$ cat config.mk
export PLATFORM = sky130hd
export DESIGN_NAME = wave_gen_top
export DESIGN_NICKNAME = d
export VERILOG_FILES = /design/src/tone_cfg_pkg.sv /design/src/sample_pkg.sv /design/src/sine_quarter_rom.sv /design/src/tone_producer.sv /design/src/sample_fifo.sv /design/src/sample_pacer.sv /design/src/wave_gen_top.sv
export SDC_FILE = /design/constraint.sdc
export NUM_CORES = 1
export LEC_CHECK = 0
export BUFFER_PORTS_ARGS = -buffer_cell sky130_fd_sc_hd__buf_2
export CAP_MARGIN = 20
export CORE_MARGIN = 2
export CORE_UTILIZATION = 62
export DETAILED_ROUTE_END_ITERATION = 8
export PLACE_DENSITY = 0.89
export SLEW_MARGIN = 0
export SYNTH_ARGS = -nofsm -noshare
export SYNTH_HDL_FRONTEND = slang
export SYNTH_SLANG_ARGS = --single-unit
$ cat constraint.sdc
create_clock -name clk -period 3.5 [get_ports clk]
set_clock_uncertainty 0.15 [all_clocks]
set_input_delay 0.525 -clock clk [delete_from_list [all_inputs] [get_ports clk]]
set_output_delay 0.525 -clock clk [all_outputs]
set_load 0.02 [all_outputs]
$ cat src/tone_cfg_pkg.sv
package tone_cfg_pkg;

   // width of the phase accumulator and of the frequency word
   localparam int PHASE_W = 16;

   // waveform select, two bits
   typedef enum logic [1:0]
   {
      wave_sine     = 2'd0,
      wave_triangle = 2'd1,
      wave_square   = 2'd2,
      wave_saw      = 2'd3
   } wave_sel_e;

   // tone setup, held stable while run is high
   typedef struct packed
   {
      logic [PHASE_W-1:0] freq;  // phase increment per step
      wave_sel_e          wave;  // selected waveform
   } tone_cfg_t;

endpackage

$ cat src/sample_pkg.sv
package sample_pkg;

   // unsigned DAC code width
   localparam int SAMPLE_W = 6;

   // entries in the quarter-wave sine table
   localparam int QUARTER_N = 32;

   // one sample as it moves from producer to pacer
   typedef struct packed
   {
      logic [SAMPLE_W-1:0]   code;  // DAC code
      tone_cfg_pkg::wave_sel_e wave;  // waveform that made it, kept for tracing
   } sample_t;

endpackage

$ cat src/sine_quarter_rom.sv
module sine_quarter_rom
(
   input  logic                              clk,
   input  logic                              rstn,
   input  logic                              en,
   input  logic [4:0]                        addr,
   output logic [sample_pkg::SAMPLE_W-1:0]   data_out
);

   localparam int W = sample_pkg::SAMPLE_W;

   // first quadrant of a sine of amplitude 31, rising from zero
   localparam logic [W-1:0] QTABLE [sample_pkg::QUARTER_N] = '{
      6'd0,  6'd2,  6'd3,  6'd5,  6'd6,  6'd8,  6'd9,  6'd11,
      6'd12, 6'd14, 6'd15, 6'd16, 6'd18, 6'd19, 6'd20, 6'd21,
      6'd22, 6'd24, 6'd25, 6'd25, 6'd26, 6'd27, 6'd28, 6'd28,
      6'd29, 6'd30, 6'd30, 6'd30, 6'd31, 6'd31, 6'd31, 6'd31
   };

   always_ff @(posedge clk or negedge rstn)
   begin
      if (!rstn)
      begin
         data_out <= '0;
      end
      else
      begin
         if (en)
         begin
            data_out <= QTABLE[addr];  // one cycle read latency
         end
         else
         begin
            data_out <= '0;  // idle table reads as zero
         end
      end
   end

endmodule

$ cat src/tone_producer.sv
module tone_producer
(
   input  logic                    clk,
   input  logic                    rstn,
   input  logic                    run,
   input  tone_cfg_pkg::tone_cfg_t cfg,
   input  logic                    afull,
   output logic                    push,
   output sample_pkg::sample_t     sample
);

   localparam int PW = tone_cfg_pkg::PHASE_W;
   localparam int SW = sample_pkg::SAMPLE_W;
   localparam logic [SW-1:0] MID = SW'(1 << (SW - 1));  // midscale of the DAC
   localparam logic [SW-1:0] SQ_HI = '1;
   localparam logic [SW-1:0] SQ_LO = SW'(1);

   logic [PW-1:0]           phase;
   logic [6:0]              p;
   logic                    step;
   logic [4:0]              rom_addr;
   logic                    rom_en;
   logic [SW-1:0]           rom_data;
   logic                    s1_valid;
   logic [1:0]              s1_quad;
   logic [4:0]              s1_idx;
   tone_cfg_pkg::wave_sel_e s1_wave;
   logic [4:0]              s1_fold;
   logic [SW-1:0]           code_next;

   assign step = run && !afull;  // stall the phase under back-pressure
   assign p = phase[PW-1 -: 7];  // 2 quadrant bits over a 5-bit index

   // falling quadrants read the table backwards
   assign rom_addr = p[5] ? ~p[4:0] : p[4:0];
   assign rom_en = step && (cfg.wave == tone_cfg_pkg::wave_sine);

   sine_quarter_rom u_rom
   (
      .clk      (clk),
      .rstn     (rstn),
      .en       (rom_en),
      .addr     (rom_addr),
      .data_out (rom_data)
   );

   always_ff @(posedge clk or negedge rstn)
   begin
      if (!rstn)
      begin
         phase    <= '0;
         s1_valid <= 1'b0;
         push     <= 1'b0;
      end
      else
      begin
         if (step)
         begin
            phase <= phase + cfg.freq;  // wraps naturally
         end
         s1_valid <= step;
         push     <= s1_valid;  // two cycles after the step
      end
   end

   // stage 1 carries the pre-step phase next to the table output
   always_ff @(posedge clk)
   begin
      s1_quad <= p[6:5];
      s1_idx  <= p[4:0];
      s1_wave <= cfg.wave;
   end

   assign s1_fold = s1_quad[0] ? ~s1_idx : s1_idx;

   always_comb
   begin
      case (s1_wave)
         tone_cfg_pkg::wave_sine:
            code_next = s1_quad[1] ? MID - rom_data : MID + rom_data;
         tone_cfg_pkg::wave_triangle:
            code_next = s1_quad[1] ? MID - SW'(s1_fold) : MID + SW'(s1_fold);
         tone_cfg_pkg::wave_square:
            code_next = s1_quad[1] ? SQ_LO : SQ_HI;  // high for the first half cycle
         default:
            code_next = {s1_quad, s1_idx[4:1]};  // saw is the phase halved
      endcase
   end

   always_ff @(posedge clk)
   begin
      sample.code <= code_next;
      sample.wave <= s1_wave;
   end

   // the tone setup only changes between runs
   a_cfg_stable_in_run: assert property (@(posedge clk) disable iff (!rstn)
      run |-> $stable(cfg));

endmodule

$ cat src/sample_fifo.sv
module sample_fifo #(
   parameter int DEPTH = 8
)
(
   input  logic                clk,
   input  logic                rstn,
   input  logic                push,
   input  sample_pkg::sample_t din,
   input  logic                pop,
   output sample_pkg::sample_t dout,
   output logic                empty,
   output logic                afull
);

   localparam int PTR_W = $clog2(DEPTH);
   localparam int CNT_W = $clog2(DEPTH + 1);
   localparam logic [CNT_W-1:0] AFULL_LVL = CNT_W'(DEPTH - 3);  // fewer than 3 free above this

   sample_pkg::sample_t mem [DEPTH];
   logic [PTR_W-1:0]    wr_ptr;
   logic [PTR_W-1:0]    rd_ptr;
   logic [CNT_W-1:0]    count;
   logic                full;

   always_ff @(posedge clk)
   begin
      if (push)
      begin
         mem[wr_ptr] <= din;
      end
   end

   always_ff @(posedge clk or negedge rstn)
   begin
      if (!rstn)
      begin
         wr_ptr <= '0;
         rd_ptr <= '0;
         count  <= '0;
      end
      else
      begin
         if (push)
         begin
            wr_ptr <= wr_ptr + 1'b1;  // depth is a power of two so the pointer wraps
         end
         if (pop)
         begin
            rd_ptr <= rd_ptr + 1'b1;
         end
         case ({push, pop})
            2'b10:   count <= count + 1'b1;
            2'b01:   count <= count - 1'b1;
            default: count <= count;
         endcase
      end
   end

   assign dout  = mem[rd_ptr];  // head entry, valid while not empty
   assign empty = (count == '0);
   assign full  = (count == CNT_W'(DEPTH));
   assign afull = (count > AFULL_LVL);

   a_no_push_full: assert property (@(posedge clk) disable iff (!rstn) push |-> !full);
   a_no_pop_empty: assert property (@(posedge clk) disable iff (!rstn) pop |-> !empty);

endmodule

$ cat src/sample_pacer.sv
module sample_pacer #(
   parameter int RATE_DIV = 6
)
(
   input  logic                            clk,
   input  logic                            rstn,
   input  logic                            run,
   input  logic                            empty,
   input  sample_pkg::sample_t             head,
   output logic                            pop,
   output logic [sample_pkg::SAMPLE_W-1:0] dac_code,
   output logic                            dac_strobe
);

   localparam int DIV_W = $clog2(RATE_DIV);
   localparam logic [DIV_W-1:0] TC = DIV_W'(RATE_DIV - 1);

   logic [DIV_W-1:0] div;
   logic             at_tc;

   assign at_tc = (div == TC);
   assign pop   = run && at_tc && !empty;

   always_ff @(posedge clk or negedge rstn)
   begin
      if (!rstn)
      begin
         div        <= '0;
         dac_code   <= '0;
         dac_strobe <= 1'b0;
      end
      else
      begin
         if (!run)
         begin
            div <= '0;  // a pause restarts the full period
         end
         else if (!at_tc)
         begin
            div <= div + 1'b1;
         end
         else if (!empty)
         begin
            div <= '0;
         end
         // at the terminal count with nothing queued the divider waits
         if (pop)
         begin
            dac_code <= head.code;  // held until the next strobe
         end
         dac_strobe <= pop;
      end
   end

   a_strobe_one_cycle: assert property (@(posedge clk) disable iff (!rstn)
      dac_strobe |=> !dac_strobe);

endmodule

$ cat src/wave_gen_top.sv
module wave_gen_top #(
   parameter int FIFO_DEPTH = 8,
   parameter int RATE_DIV   = 6
)
(
   input  logic                            clk,
   input  logic                            rstn,
   input  logic                            run,
   input  tone_cfg_pkg::tone_cfg_t         cfg,
   output logic [sample_pkg::SAMPLE_W-1:0] dac_code,
   output logic                            dac_strobe
);

   logic                push;
   logic                pop;
   logic                empty;
   logic                afull;
   sample_pkg::sample_t prod_sample;
   sample_pkg::sample_t head;

   tone_producer u_producer
   (
      .clk    (clk),
      .rstn   (rstn),
      .run    (run),
      .cfg    (cfg),
      .afull  (afull),
      .push   (push),
      .sample (prod_sample)
   );

   sample_fifo #(.DEPTH(FIFO_DEPTH)) u_fifo
   (
      .clk   (clk),
      .rstn  (rstn),
      .push  (push),
      .din   (prod_sample),
      .pop   (pop),
      .dout  (head),
      .empty (empty),
      .afull (afull)
   );

   sample_pacer #(.RATE_DIV(RATE_DIV)) u_pacer
   (
      .clk        (clk),
      .rstn       (rstn),
      .run        (run),
      .empty      (empty),
      .head       (head),
      .pop        (pop),
      .dac_code   (dac_code),
      .dac_strobe (dac_strobe)
   );

endmodule

After elaboration in Yosys (flattened, before gate mapping) --
Memory sizes are Yosys's and may differ from the RTL's. A register that Yosys moved wholly into a read port is not among the register bits. Cells that the tools add are included.
Operators by class: reductions and logical operators 11, equal/unequal tests 6, order comparisons 2, bitwise logic cells 3, mux-type cells 15, add/sub/neg operators 10
Operators with widths (number):
- 6-bit two-way mux | 6
- 6-bit one-hot mux with 3 select lines | 1
- 16-bit adder | 1
- 5-bit two-way mux | 2
- 5-bit inverter | 2
- 3-bit by 1-bit adder with 3-bit output (second input constant) | 3
- 3-bit two-way mux | 3
- 4-bit one-hot mux with 2 select lines | 1
- 6-bit by 5-bit adder with 6-bit output (first input constant) | 1
- 6-bit adder (first input constant) | 1
- 6-bit greater-or-equal comparator (second input constant) | 1
- 5-bit inverter with 6-bit output | 1
- 6-bit by 5-bit subtractor with 6-bit output (first input constant) | 1
- 6-bit subtractor (first input constant) | 1
- 4-bit by 1-bit adder with 4-bit output (second input constant) | 1
- 2-bit by 1-bit == test with 1-bit output (second input constant) | 2
- 2-bit == test (second input constant) | 2
- 4-bit by 3-bit greater-than comparator with 1-bit output (second input constant) | 1
- 1-bit logical AND | 4
- 2-bit zero test | 2
- 4-bit zero test | 1
- 4-bit by 1-bit subtractor with 4-bit output (second input constant) | 1
- 3-bit == test (second input constant) | 1
- 1-bit zero test | 3
- 3 further kinds | 4
Storage, ports and cells: RAM bits 64, bits in registers 55, memories 2, input port bits 21, ROM bits 192
Memory list:
- (no name shown) | words 32, bits a word 6, rd ports 1, clocked after Yosys merged registers in 0, write ports 0, RTL line sine_quarter_rom.sv:30 | data_out <= QTABLE[addr];
- u_fifo.mem | words 8, bits a word 8, rd ports 1, clocked after Yosys merged registers in 1, write ports 1, RTL line sample_fifo.sv:19 | sample_pkg::sample_t mem [DEPTH];

Longest topological paths before layout --
Gate-level depths: netlist of run 1.
depth after elaboration 7, depth in mapped cells 10, mapped depth without buffers 9

By module --
From an unflattened synthesis of run 1, not the netlist that was laid out.
Second synthesis, totals: cell total of the unflattened synthesis 477, area, all modules 6172.2 um^2
Modules (own cells, without submodules):
- sample_fifo | seq. area each 2172.1 um^2, cells each 153, area each 3096.7 um^2, instances 1
- tone_producer | seq. area each 790.8 um^2, cells each 249, area each 2202.1 um^2, instances 1
- sine_quarter_rom | seq. area each 125.1 um^2, cells each 45, area each 446.7 um^2, instances 1
- sample_pacer | seq. area each 250.2 um^2, cells each 30, area each 426.7 um^2, instances 1

Least setup slack after synthesis of run 1 --
OpenSTA, ideal clock, no wires.
kind flip-flop to flip-flop, from reg u_fifo.count[1], to reg u_fifo.count[2], period minus slack after synthesis 2.584 ns, cell stages (with the launch flop) 11, arrival 2.308 ns, slack 0.916 ns, library setup time 0.125 ns, cell sequence dfrtp_1 > nor4_1 > nor2_1 > clkbuf_1 > ha_1 > xor2_1 > ha_1 > a21oi_1 > xor2_1 > nor2_1 > xor2_1
Between the ends: longest elaborated chain between the ends 5, elaborated cells between the ends (all ways) 9, those cells by class add/sub: 2; eq/ne: 2; mux: 1; reduce/logical: 4
RTL lines:
- start: declaration | RTL line sample_fifo.sv:22 | logic [CNT_W-1:0] count;
- start signal: assignment | RTL line sample_fifo.sv:52 | 2'b10: count <= count + 1'b1;
- start signal: assignment | RTL line sample_fifo.sv:53 | 2'b01: count <= count - 1'b1;
- start signal: assignment | RTL line sample_fifo.sv:54 | default: count <= count;
- 4-bit zero test * | RTL line sample_fifo.sv:60 | assign empty = (count == '0);
- 1-bit zero test * | RTL line sample_pacer.sv:22 | assign pop = run && at_tc && !empty;
- 1-bit logical AND * | RTL line sample_pacer.sv:22
- via pop | RTL line wave_gen_top.sv:15 | logic pop;
- 2-bit by 1-bit == test with 1-bit output / 2-bit == test (equally long branches) | RTL line sample_fifo.sv:51 | case ({push, pop})
- 4-bit one-hot mux with 2 select lines / 2-bit nonzero test (equally long branches)
Mark *: on every way through the listed nets, which the timed path passes. The rest lies on a longest branch. A chain may end at the register's enable or synchronous reset.

Worst setup path after layout of run 1 --
from reg u_producer.phase[0], to reg u_producer.phase[10]
Between the ends: longest elaborated chain between the ends 1
RTL lines:
- start: declaration | RTL line tone_producer.sv:18 | logic [PW-1:0] phase;
- start signal: assignment | RTL line tone_producer.sv:59 | phase <= phase + cfg.freq;
- 16-bit adder | RTL line tone_producer.sv:59
No other way between the ends.

==> qor.csv, run 1 <==
metric,value,unit
track_usage,22.6,%
hold_viol_final,0,
clkSlewWorstSetupHoldPaths,0.11,ns
synth.area.top_cells,"edfxtp_1 25%, dfrtp_1 19%, ha_1 6.2%",
wl_per_cell,16.7,um
drtPass1Iterations,5,
ys_ff_latch,106,
cp_slowest_cell,a2111oi_4,
grt-ovfl-total,0,
fin_crit,2.60,ns
max_freq,385,MHz
p_per_area,882,nW/um^2
grt_max_degree,44,
syn_avg_cell_area,11.3,um^2
rr_worst_depth,7,
cts_tree,yes,
die_w,99.6,um
post-route-period-util,74.3,%
power.share.combinational,45.0,%
postSynthNetCount,550,
cts_resized,0,
cp_max_fo,6,
worstSkewPairLatency,0.37,ns
worstHoldStart,cfg[1],
via_count,4001,
ios,28,
synth.distinct_cells,66,
numCtsBuffers,9,
htree_num_levels,3,
worst-path-buf-inv,0,
seqPwrFrac,40.6,%
final_nets,572,
reg2reg_slack,0.90,ns
synth.most_common_cell,edfxtp_1,
synth-main-ff-cell,edfxtp_1,
synth.cell_area,5660,um^2
grt_pass1_wl,18.0,mm
numPortBuffers,27,
crit_family,compound AO/OA/AOI/OAI gates,
synth.largest_area_cell,edfxtp_1,
p_leak,2.37,nW
grt_setup_unrepaired,no,
worstHoldEndpoint,u_producer.s1_wave[1],
crit_required,3.59,ns
tightest_slew,0.958,ns
cts_setup_buffers,0,
status,"complete, no violations",
synth_cells,500,
drv_cap,0,
crit_path_end_kind,flop,
ys_seq_area_share,49.8,%
grt_pass1_vias,3852,
synth_common_cells,"48 x edfxtp_1, 43 x dfrtp_1, 36 x nand2_1, 33 x a21oi_1, 32 x nor2_1",
critical_path_class,flop to flop,
wl,10.6,mm
yosysWarnings,0,
drive_gt1_share,13.9,%
cts_root_buf,clkbuf_8,
max_slew_margin,36.1,%
initial_core_util,64.3,%
clockPowerShare,14.4,%
synth_enable_flop_cells,48,
core_area,8810,um^2
hold_class,input port to flop,
dpl.hpwl,7.64,mm
ys_async_sr_fraction,40.6,%
syn_to_final_growth,7.38,%
dieArea,9910,um^2
startpoint_type,flop,
r2r-start,u_producer.phase[0],
holdWs,0.130,ns
drcViolationCount,0,
cts_max_path_buffers,2,
worstPathArrival,2.69,ns
hold_buffers,0,
via_per_inst,6.30,
report.final.slew_viol_count,0,
r2r-end,u_producer.phase[10],
antenna_found_initial,0,
rows,34,
intPower,3.09,mW
postRouteAntennaNets,0,
drt_iter0_drc,219,
die_h,99.6,um
yosysTopAreaCellShare,25.5,%
finalSetupViolCount,0,
num_antenna_cells,0,
holdPathStages,1,
sw_frac_of_total,42.3,%
ir_drop,696,uV
power.net_switching,2.27,mW
cp_cell_sequence,ha_1 > fa_1 > a211oi_2 > o21ai_2 > a2111oi_4 > or3_1 > a31oi_1,
cts_sinks,106,
place_congestion,0.864,
final.setup.tns,0,ns
slowest_delay,0.50,ns
per-stage QoR:
| step | power (mW) | setup slack (ns) | utilization (%) | area (um^2) | cells |
|---|---|---|---|---|---|
| floorplan | 4.02 | 0.916 | - | 5660 | 500 |
| finish | 5.36 | 0.900 | 69.0 | 6080 | 635 |
| detailed placement | 4.57 | 0.372 | 66.5 | 5860 | 618 |
| global route | 5.78 | 0.673 | 69.0 | 6080 | 635 |
| CTS | 5.35 | 0.521 | 68.9 | 6070 | 634 |
| global placement | 4.43 | 0.533 | 66.5 | 5860 | 618 |
layer usage:
layer / vias up / global-route usage, % / share of wire [%]
met5: - / 0 / 0
met4: 0 / 5.48 / 1.0
met3: 10 / 4.43 / 4.3
met2: 119 / 39.6 / 52
met1: 1939 / 29.3 / 42
li1: 1933 / - / -
cells by family (layout without fill, tap and decap cells):
| kind of cell | Yosys count | in the layout | synth area share, % |
|---|---|---|---|
| compound gates | 130 | 130 | 15.8 |
| buf+inv | 42 | 69 | 3.21 |
| mux | 26 | 26 | 7.83 |
| flops | 106 | 106 | 49.8 |
| fa+ha+maj | 29 | 29 | 6.54 |
| simple gates | 140 | 140 | 12.6 |
| xor+xnor | 27 | 27 | 4.18 |
worst max-delay path by stage:
stage                         startpoint                           end  slack [ns]  depth (start not counted)
floorplan                u_fifo.count[1]               u_fifo.count[2]        0.92                         10
global placement                     run               u_fifo.count[2]        0.53                         10
detailed placement                   run               u_fifo.count[2]        0.37                         10
CTS                       u_pacer.div[1]               u_fifo.count[2]        0.52                          9
global route        u_producer.phase[10]  u_producer.u_rom.data_out[2]        0.67                          8
finish               u_producer.phase[0]          u_producer.phase[10]        0.90                          7
final cells by class:
type	count	area, um^2
Clock buffer	9	124
Clock inverter	7	88.8
Fill cell	618	2730
Inverter	21	78.8
Multi-Input combinational cell	352	2660
Sequential cell	106	2820
Tap cell	108	135
Timing Repair Buffer	32	173
cell usage in the layout, fill, tap and decap left out, drive strengths merged, types with 11 or more instances in the layout:
cell type / n
edfxtp: 48
dfrtp: 43
nand2: 36
a21oi: 33
nor2: 32
buf: 32
ha: 28
o21ai: 27
inv: 24
xor2: 15
dfxtp: 15
mux4: 14
nand3: 13
xnor2: 12
nor3: 11
registers in the layout, summed over array words and instances, names as in the netlist:
register                   cells
u_producer.u_rom.data_out      5
u_fifo.count                   4
u_producer.s1_idx              5
u_producer.s1_quad             2
u_fifo.rd_ptr                  3
u_producer.s1_valid            1
u_fifo.wr_ptr                  3
u_producer.sample              6
u_pacer.dac_code               6
u_producer.push                1
u_pacer.dac_strobe             1
u_producer.s1_wave             2
u_pacer.div                    3
u_fifo.mem                    48
u_producer.phase              16
power groups by stage:
stage / Sequential, mW / Clock, mW / Combinational (mW)
after floorplan: 2.00 / 0 / 2.03
after global placement: 2.16 / 0 / 2.27
after detailed placement: 2.19 / 0 / 2.38
after CTS: 2.17 / 0.781 / 2.40
after global routing: 2.24 / 0.826 / 2.72
final: 2.18 / 0.770 / 2.41
Note: power is estimated with default switching activity, not from simulation.
==> run 2: changes to the inputs <==
==> constraint.sdc (replaced) <==
create_clock -name clk -period 2.4 [get_ports clk]
set_clock_uncertainty 0.15 [all_clocks]
set_input_delay 0.36 -clock clk [delete_from_list [all_inputs] [get_ports clk]]
set_output_delay 0.36 -clock clk [all_outputs]
set_load 0.02 [all_outputs]
==> run 2 against run 1 <==
Compared with the run above: global-route usage grew 1.7 points; hold slack lost 0.017 ns; combinational power grew 65%; final cell count grew 3.0%; die area is the same; via count grew 2.0%; register-to-register slack lost 0.81 ns; flip-flop and latch count is the same; total power grew 52%; worst setup slack lost 0.81 ns; wire length grew 6.2%; critical path depth is the same; highest routed layer unchanged.
==> qor.csv, run 2 (synthesis results as in run 1) <==
metric,value,unit,change
grt_max_degree,27,,was 44
cts_sinks,106,,unchanged
wl,11.2,mm,was 10.6 mm
final_cell_mix,"48 x edfxtp_1, 39 x dfrtp_1, 36 x nand2_1",,"was 48 x edfxtp_1, 43 x dfrtp_1, 36 x nand2_1"
final_cell_area,6270,um^2,was 6080 um^2
rows,34,,unchanged
cp_max_fo,6,,unchanged
final_nets,591,,was 572
grt-ovfl-total,0,,unchanged
r2r-end,u_producer.phase[10],,unchanged
worstSkewPairLatency,0.37,ns,about the same
syn_to_final_growth,10.7,%,was 7.38%
postRouteAntennaNets,0,,unchanged
grt_pass1_wl,19.3,mm,was 18.0 mm
post-route-period-util,96.4,%,was 74.3%
drcViolationCount,0,,unchanged
htree_num_levels,3,,unchanged
p_per_area,1300,nW/um^2,was 882 nW/um^2
hold_class,input port to flop,,unchanged
report.final.slew_viol_count,0,,unchanged
drt_iter0_drc,234,,was 219
multi_input_area,2700,um^2,was 2660 um^2
hold_viol_final,0,,unchanged
die_h,99.6,um,unchanged
fillers,593,,was 618
drive_gt1_share,17.9,%,was 13.9%
tightest_slew,0.606,ns,was 0.958 ns
p_leak,2.45,nW,was 2.37 nW
die_w,99.6,um,unchanged
initial_core_util,64.3,%,unchanged
numCtsBuffers,9,,unchanged
cts_root_buf,clkbuf_8,,unchanged
status,"complete, no violations",,unchanged
core_area,8810,um^2,unchanged
placed_cell_area,5990,um^2,was 5860 um^2
num_antenna_cells,0,,unchanged
crit_required,2.49,ns,was 3.59 ns
worstHoldStart,run,,was cfg[1]
grt_setup_unrepaired,yes,,was no
track_usage,24.4,%,was 22.6%
regMostFlops,u_fifo.mem,,unchanged
numPortBuffers,27,,unchanged
critical_path_class,flop to flop,,unchanged
cp-endpoint,u_producer.phase[10],,unchanged
finalSetupViolCount,0,,unchanged
dieArea,9910,um^2,unchanged
final.setup.tns,0,ns,unchanged
place_congestion,0.878,,was 0.864
worstPathArrival,2.40,ns,was 2.69 ns
crit_path_end_kind,flop,,unchanged
drtPass1Iterations,5,,unchanged
cts_max_path_buffers,2,,unchanged
setup.worst_path.start,u_producer.phase[0],,unchanged
largest_register_ffs,48,,unchanged
via_count,4082,,was 4001
grt_pass1_vias,4044,,was 3852
final_common_cell,edfxtp_1,,unchanged
startpoint_type,flop,,unchanged
ir_drop,888,uV,was 696 uV
r2r-start,u_producer.phase[0],,unchanged
rr_worst_depth,7,,unchanged
clkSlewWorstSetupHoldPaths,0.10,ns,was 0.11 ns
seqCellArea,2820,um^2,about the same
antenna_found_initial,0,,unchanged
via_per_inst,6.24,,was 6.30
reg2reg_slack,0.09,ns,was 0.90 ns
max_slew_margin,59.5,%,was 36.1%
top_regs,"u_fifo.mem x48, u_producer.phase x16",,unchanged
max_freq,432,MHz,was 385 MHz
fin_total_pwr,8.12,mW,was 5.36 mW
fin_crit,2.31,ns,was 2.60 ns
ios,28,,unchanged
cts_tree,yes,,unchanged
drv_cap,0,,unchanged
wl_per_cell,17.2,um,was 16.7 um
dpl.hpwl,7.90,mm,was 7.64 mm
[run 2: worst max-delay path, cell delays in order (launching register included)]
cell and delay [ns]:
dfrtp_1 0.41, ha_2 0.19, fa_2 0.37, a211oi_4 0.27, o21ai_2 0.13, a2111oi_4 0.43
or3_1 0.17, a31oi_1 0.08
[run 2: where the power goes]
part	switching (mW)	leakage (nW)	internal, mW
sequential	0.531	1.10	2.51
combinational	2.22	1.25	1.75
clock	0.615	0.101	0.496
total	3.37	2.45	4.76
[run 2: area by class of cell]
cell class / instances / area share [%]
repair buffers: 51 / 5.15
inverters: 21 / 1.26
well taps: 108 / 2.16
clock inverters: 6 / 1.22
flip-flops and latches: 106 / 45.0
clock buffers: 10 / 2.04
multi-input cells: 352 / 43.1
[run 2: what timing repair did]
| action | in CTS | in global routing |
|---|---|---|
| buffers inserted | 0 | 3 |
| hold endpoints to repair | 26 | 0 |
| pin swaps | 3 | 5 |
| resized for setup | 0 | 9 |
| hold buffers | 3 | 0 |
| setup endpoints to repair | 3 | 6 |
[run 2: per-layer routing]
metal  wire length [um]  GRT usage [%]  part of all wire, %
met2               6070           44.2                   54
met4                140           6.95                  1.2
met5                  0              0                    0
met3                523           4.43                  4.6
met1               4510           29.8                   40
[run 2: worst min-delay path by stage]
stage / to / slack, ns / cells after the start
2_1_floorplan: u_fifo.count[0] / -0.09 / 0
3_3_place_gp: u_producer.push / 0.19 / 0
3_5_place_dp: u_producer.push / 0.19 / 0
4_1_cts: u_pacer.div[1] / 0.10 / 2
5_1_grt: u_pacer.div[2] / 0.11 / 2
6_report: u_pacer.div[1] / 0.11 / 2
[run 2: metrics by stage]
stage	std cells	worst slack, ns	hold WS (ns)	util [%]
after floorplan	500	0.00838	-0.0856	-
after CTS	651	0.00506	0.103	70.7
after detailed placement	632	-0.149	0.195	68.0
after global placement	632	-0.111	0.186	68.0
final	654	0.0863	0.113	71.2
after global routing	654	-0.0263	0.108	71.2
==> run 3: changes to the inputs <==
--- a/config.mk
+++ b/config.mk
@@ -11,6 +11,7 @@
 export CORE_UTILIZATION = 62
 export DETAILED_ROUTE_END_ITERATION = 8
 export PLACE_DENSITY = 0.89
+export REMOVE_ABC_BUFFERS = 1
 export SLEW_MARGIN = 0
 export SYNTH_ARGS = -nofsm -noshare
 export SYNTH_HDL_FRONTEND = slang
==> run 3 against run 2 <==
Compared with the run above: fmax fell by 1.6%; non-clock buffer count rose by 1; largest cell class unchanged; clock power rose by 15%; total power rose by 1.8%; count of clock-buffer cells in the layout fell by 1.
==> qor.csv, run 3 (synthesis results as in run 1) <==
metric,value,unit,change
status,"complete, no violations",,unchanged
via_count,4158,,was 4082
drtPass1Iterations,5,,unchanged
rows,34,,unchanged
syn_to_final_growth,11.2,%,was 10.7%
startpoint_type,flop,,unchanged
dieArea,9910,um^2,unchanged
core_area,8810,um^2,unchanged
regMostFlops,u_fifo.mem,,unchanged
ir_drop,825,uV,was 888 uV
largest_register_ffs,48,,unchanged
hold_viol_final,0,,unchanged
critical_path_class,flop to flop,,unchanged
holdPathStages,2,,unchanged
crit_path_end_kind,flop,,unchanged
drv_cap,0,,unchanged
p_leak,2.48,nW,was 2.45 nW
crit_required,2.51,ns,was 2.49 ns
num_antenna_cells,0,,unchanged
cts_sinks,106,,unchanged
cts_root_buf,clkbuf_8,,unchanged
wl_per_cell,18.0,um,was 17.2 um
drt_iter0_drc,280,,was 234
grt_pass1_wl,19.8,mm,was 19.3 mm
final_cell_mix,"48 x edfxtp_1, 43 x dfrtp_1, 36 x nand2_1",,"was 48 x edfxtp_1, 39 x dfrtp_1, 36 x nand2_1"
antenna_found_initial,0,,unchanged
final.setup.tns,0,ns,unchanged
wl,11.8,mm,was 11.2 mm
top_regs,"u_fifo.mem x48, u_producer.phase x16",,unchanged
p_per_area,1310,nW/um^2,was 1300 nW/um^2
numCtsBuffers,9,,unchanged
place_congestion,0.889,,was 0.878
worst_slack,0.0489,ns,was 0.0863 ns
grt_pass1_vias,4040,,was 4044
rr_worst_depth,7,,unchanged
drcViolationCount,0,,unchanged
grt-ovfl-total,0,,unchanged
cts_tree,yes,,unchanged
drive_gt1_share,17.0,%,was 17.9%
report.final.slew_viol_count,0,,unchanged
final_nets,592,,was 591
finalSetupViolCount,0,,unchanged
grt_setup_unrepaired,yes,,unchanged
max_slew_margin,58.5,%,was 59.5%
fillers,606,,was 593
worstHoldStart,run,,unchanged
reg2reg_slack,0.05,ns,was 0.09 ns
pre_cts_ws,-0.176,ns,was -0.149 ns
grt_max_degree,24,,was 27
max_freq,425,MHz,was 432 MHz
worstHoldEndpoint,u_pacer.div[1],,unchanged
r2r-start,u_producer.phase[0],,unchanged
clkSlewWorstSetupHoldPaths,0.11,ns,was 0.10 ns
die_w,99.6,um,unchanged
track_usage,25.0,%,was 24.4%
numPortBuffers,27,,unchanged
worstPathArrival,2.47,ns,was 2.40 ns
postRouteAntennaNets,0,,unchanged
final_common_cell,edfxtp_1,,unchanged
ios,28,,unchanged
hold_class,input port to flop,,unchanged
cts_max_path_buffers,2,,unchanged
dpl.hpwl,8.33,mm,was 7.90 mm
initial_core_util,64.3,%,unchanged
via_per_inst,6.35,,was 6.24
die_h,99.6,um,unchanged
r2r-end,u_producer.phase[12],,was u_producer.phase[10]
htree_num_levels,3,,unchanged
worstSkewPairLatency,0.38,ns,was 0.37 ns
cp_max_fo,6,,unchanged
tightest_slew,0.623,ns,was 0.606 ns
fin_crit,2.35,ns,was 2.31 ns
post-route-period-util,98.0,%,was 96.4%
fin_total_pwr,8.27,mW,was 8.12 mW
[run 3: report_power, final]
group	total, mW	leakage (nW)	internal [mW]	switching, mW
clock	1.28	0.118	0.618	0.664
combinational	3.96	1.26	1.75	2.21
sequential	3.03	1.10	2.51	0.524
[run 3: area by class of cell]
cell class | instances | area [um^2] | area share, %
multi-input combinational | 352 | 2690 | 42.8
sequential | 106 | 2820 | 44.8
clock buffer | 9 | 124 | 1.97
tap | 108 | 135 | 2.15
timing repair buffer | 52 | 330 | 5.25
inverter | 21 | 78.8 | 1.25
clock inverter | 7 | 118 | 1.87
[run 3: per-layer routing]
metal / wire, um / vias up / track usage, %
li1: - / 1965 / -
met1: 4860 / 2039 / 30.7
met2: 6330 / 123 / 46.0
met3: 397 / 31 / 4.36
met4: 204 / 0 / 5.90
met5: 0 / - / 0
[run 3: through the flow]
| stage | utilization (%) | cell area (um^2) | hold WS, ns | std cells |
|---|---|---|---|---|
| 2_1_floorplan | - | 5560 | -0.0856 | 479 |
| 3_3_place_gp | 67.8 | 5970 | 0.126 | 633 |
| 3_5_place_dp | 67.8 | 5970 | 0.137 | 633 |
| 4_1_cts | 71.0 | 6250 | 0.0834 | 653 |
| 5_1_grt | 71.5 | 6290 | 0.0932 | 655 |
| 6_report | 71.5 | 6290 | 0.0885 | 655 |
[run 3: worst max-delay path: stages (launching register included)]
cell and delay, ns:
dfrtp_1 0.42, ha_4 0.18, fa_2 0.35, a211oi_2 0.29, o21ai_2 0.11, a2111oi_4 0.49, or4_1 0.18, nand3_1 0.07
[run 3: what timing repair did]
item,4_1_cts,5_1_grt
resized for setup,0,5
setup endpoints to repair,3,5
hold endpoints to repair,15,0
setup buffers,1,2
hold buffers,3,0
pin swaps,2,8
[run 3: how the worst max path moves through the flow]
| stage | cells past startpoint | to | start |
|---|---|---|---|
| after floorplan | 9 | u_fifo.count[2] | u_pacer.div[1] |
| after global placement | 8 | u_producer.phase[10] | cfg[2] |
| after detailed placement | 8 | u_producer.phase[10] | cfg[2] |
| after CTS | 7 | u_producer.phase[10] | u_producer.phase[0] |
| after global routing | 7 | u_producer.phase[10] | u_producer.phase[0] |
| final | 7 | u_producer.phase[12] | u_producer.phase[0] |
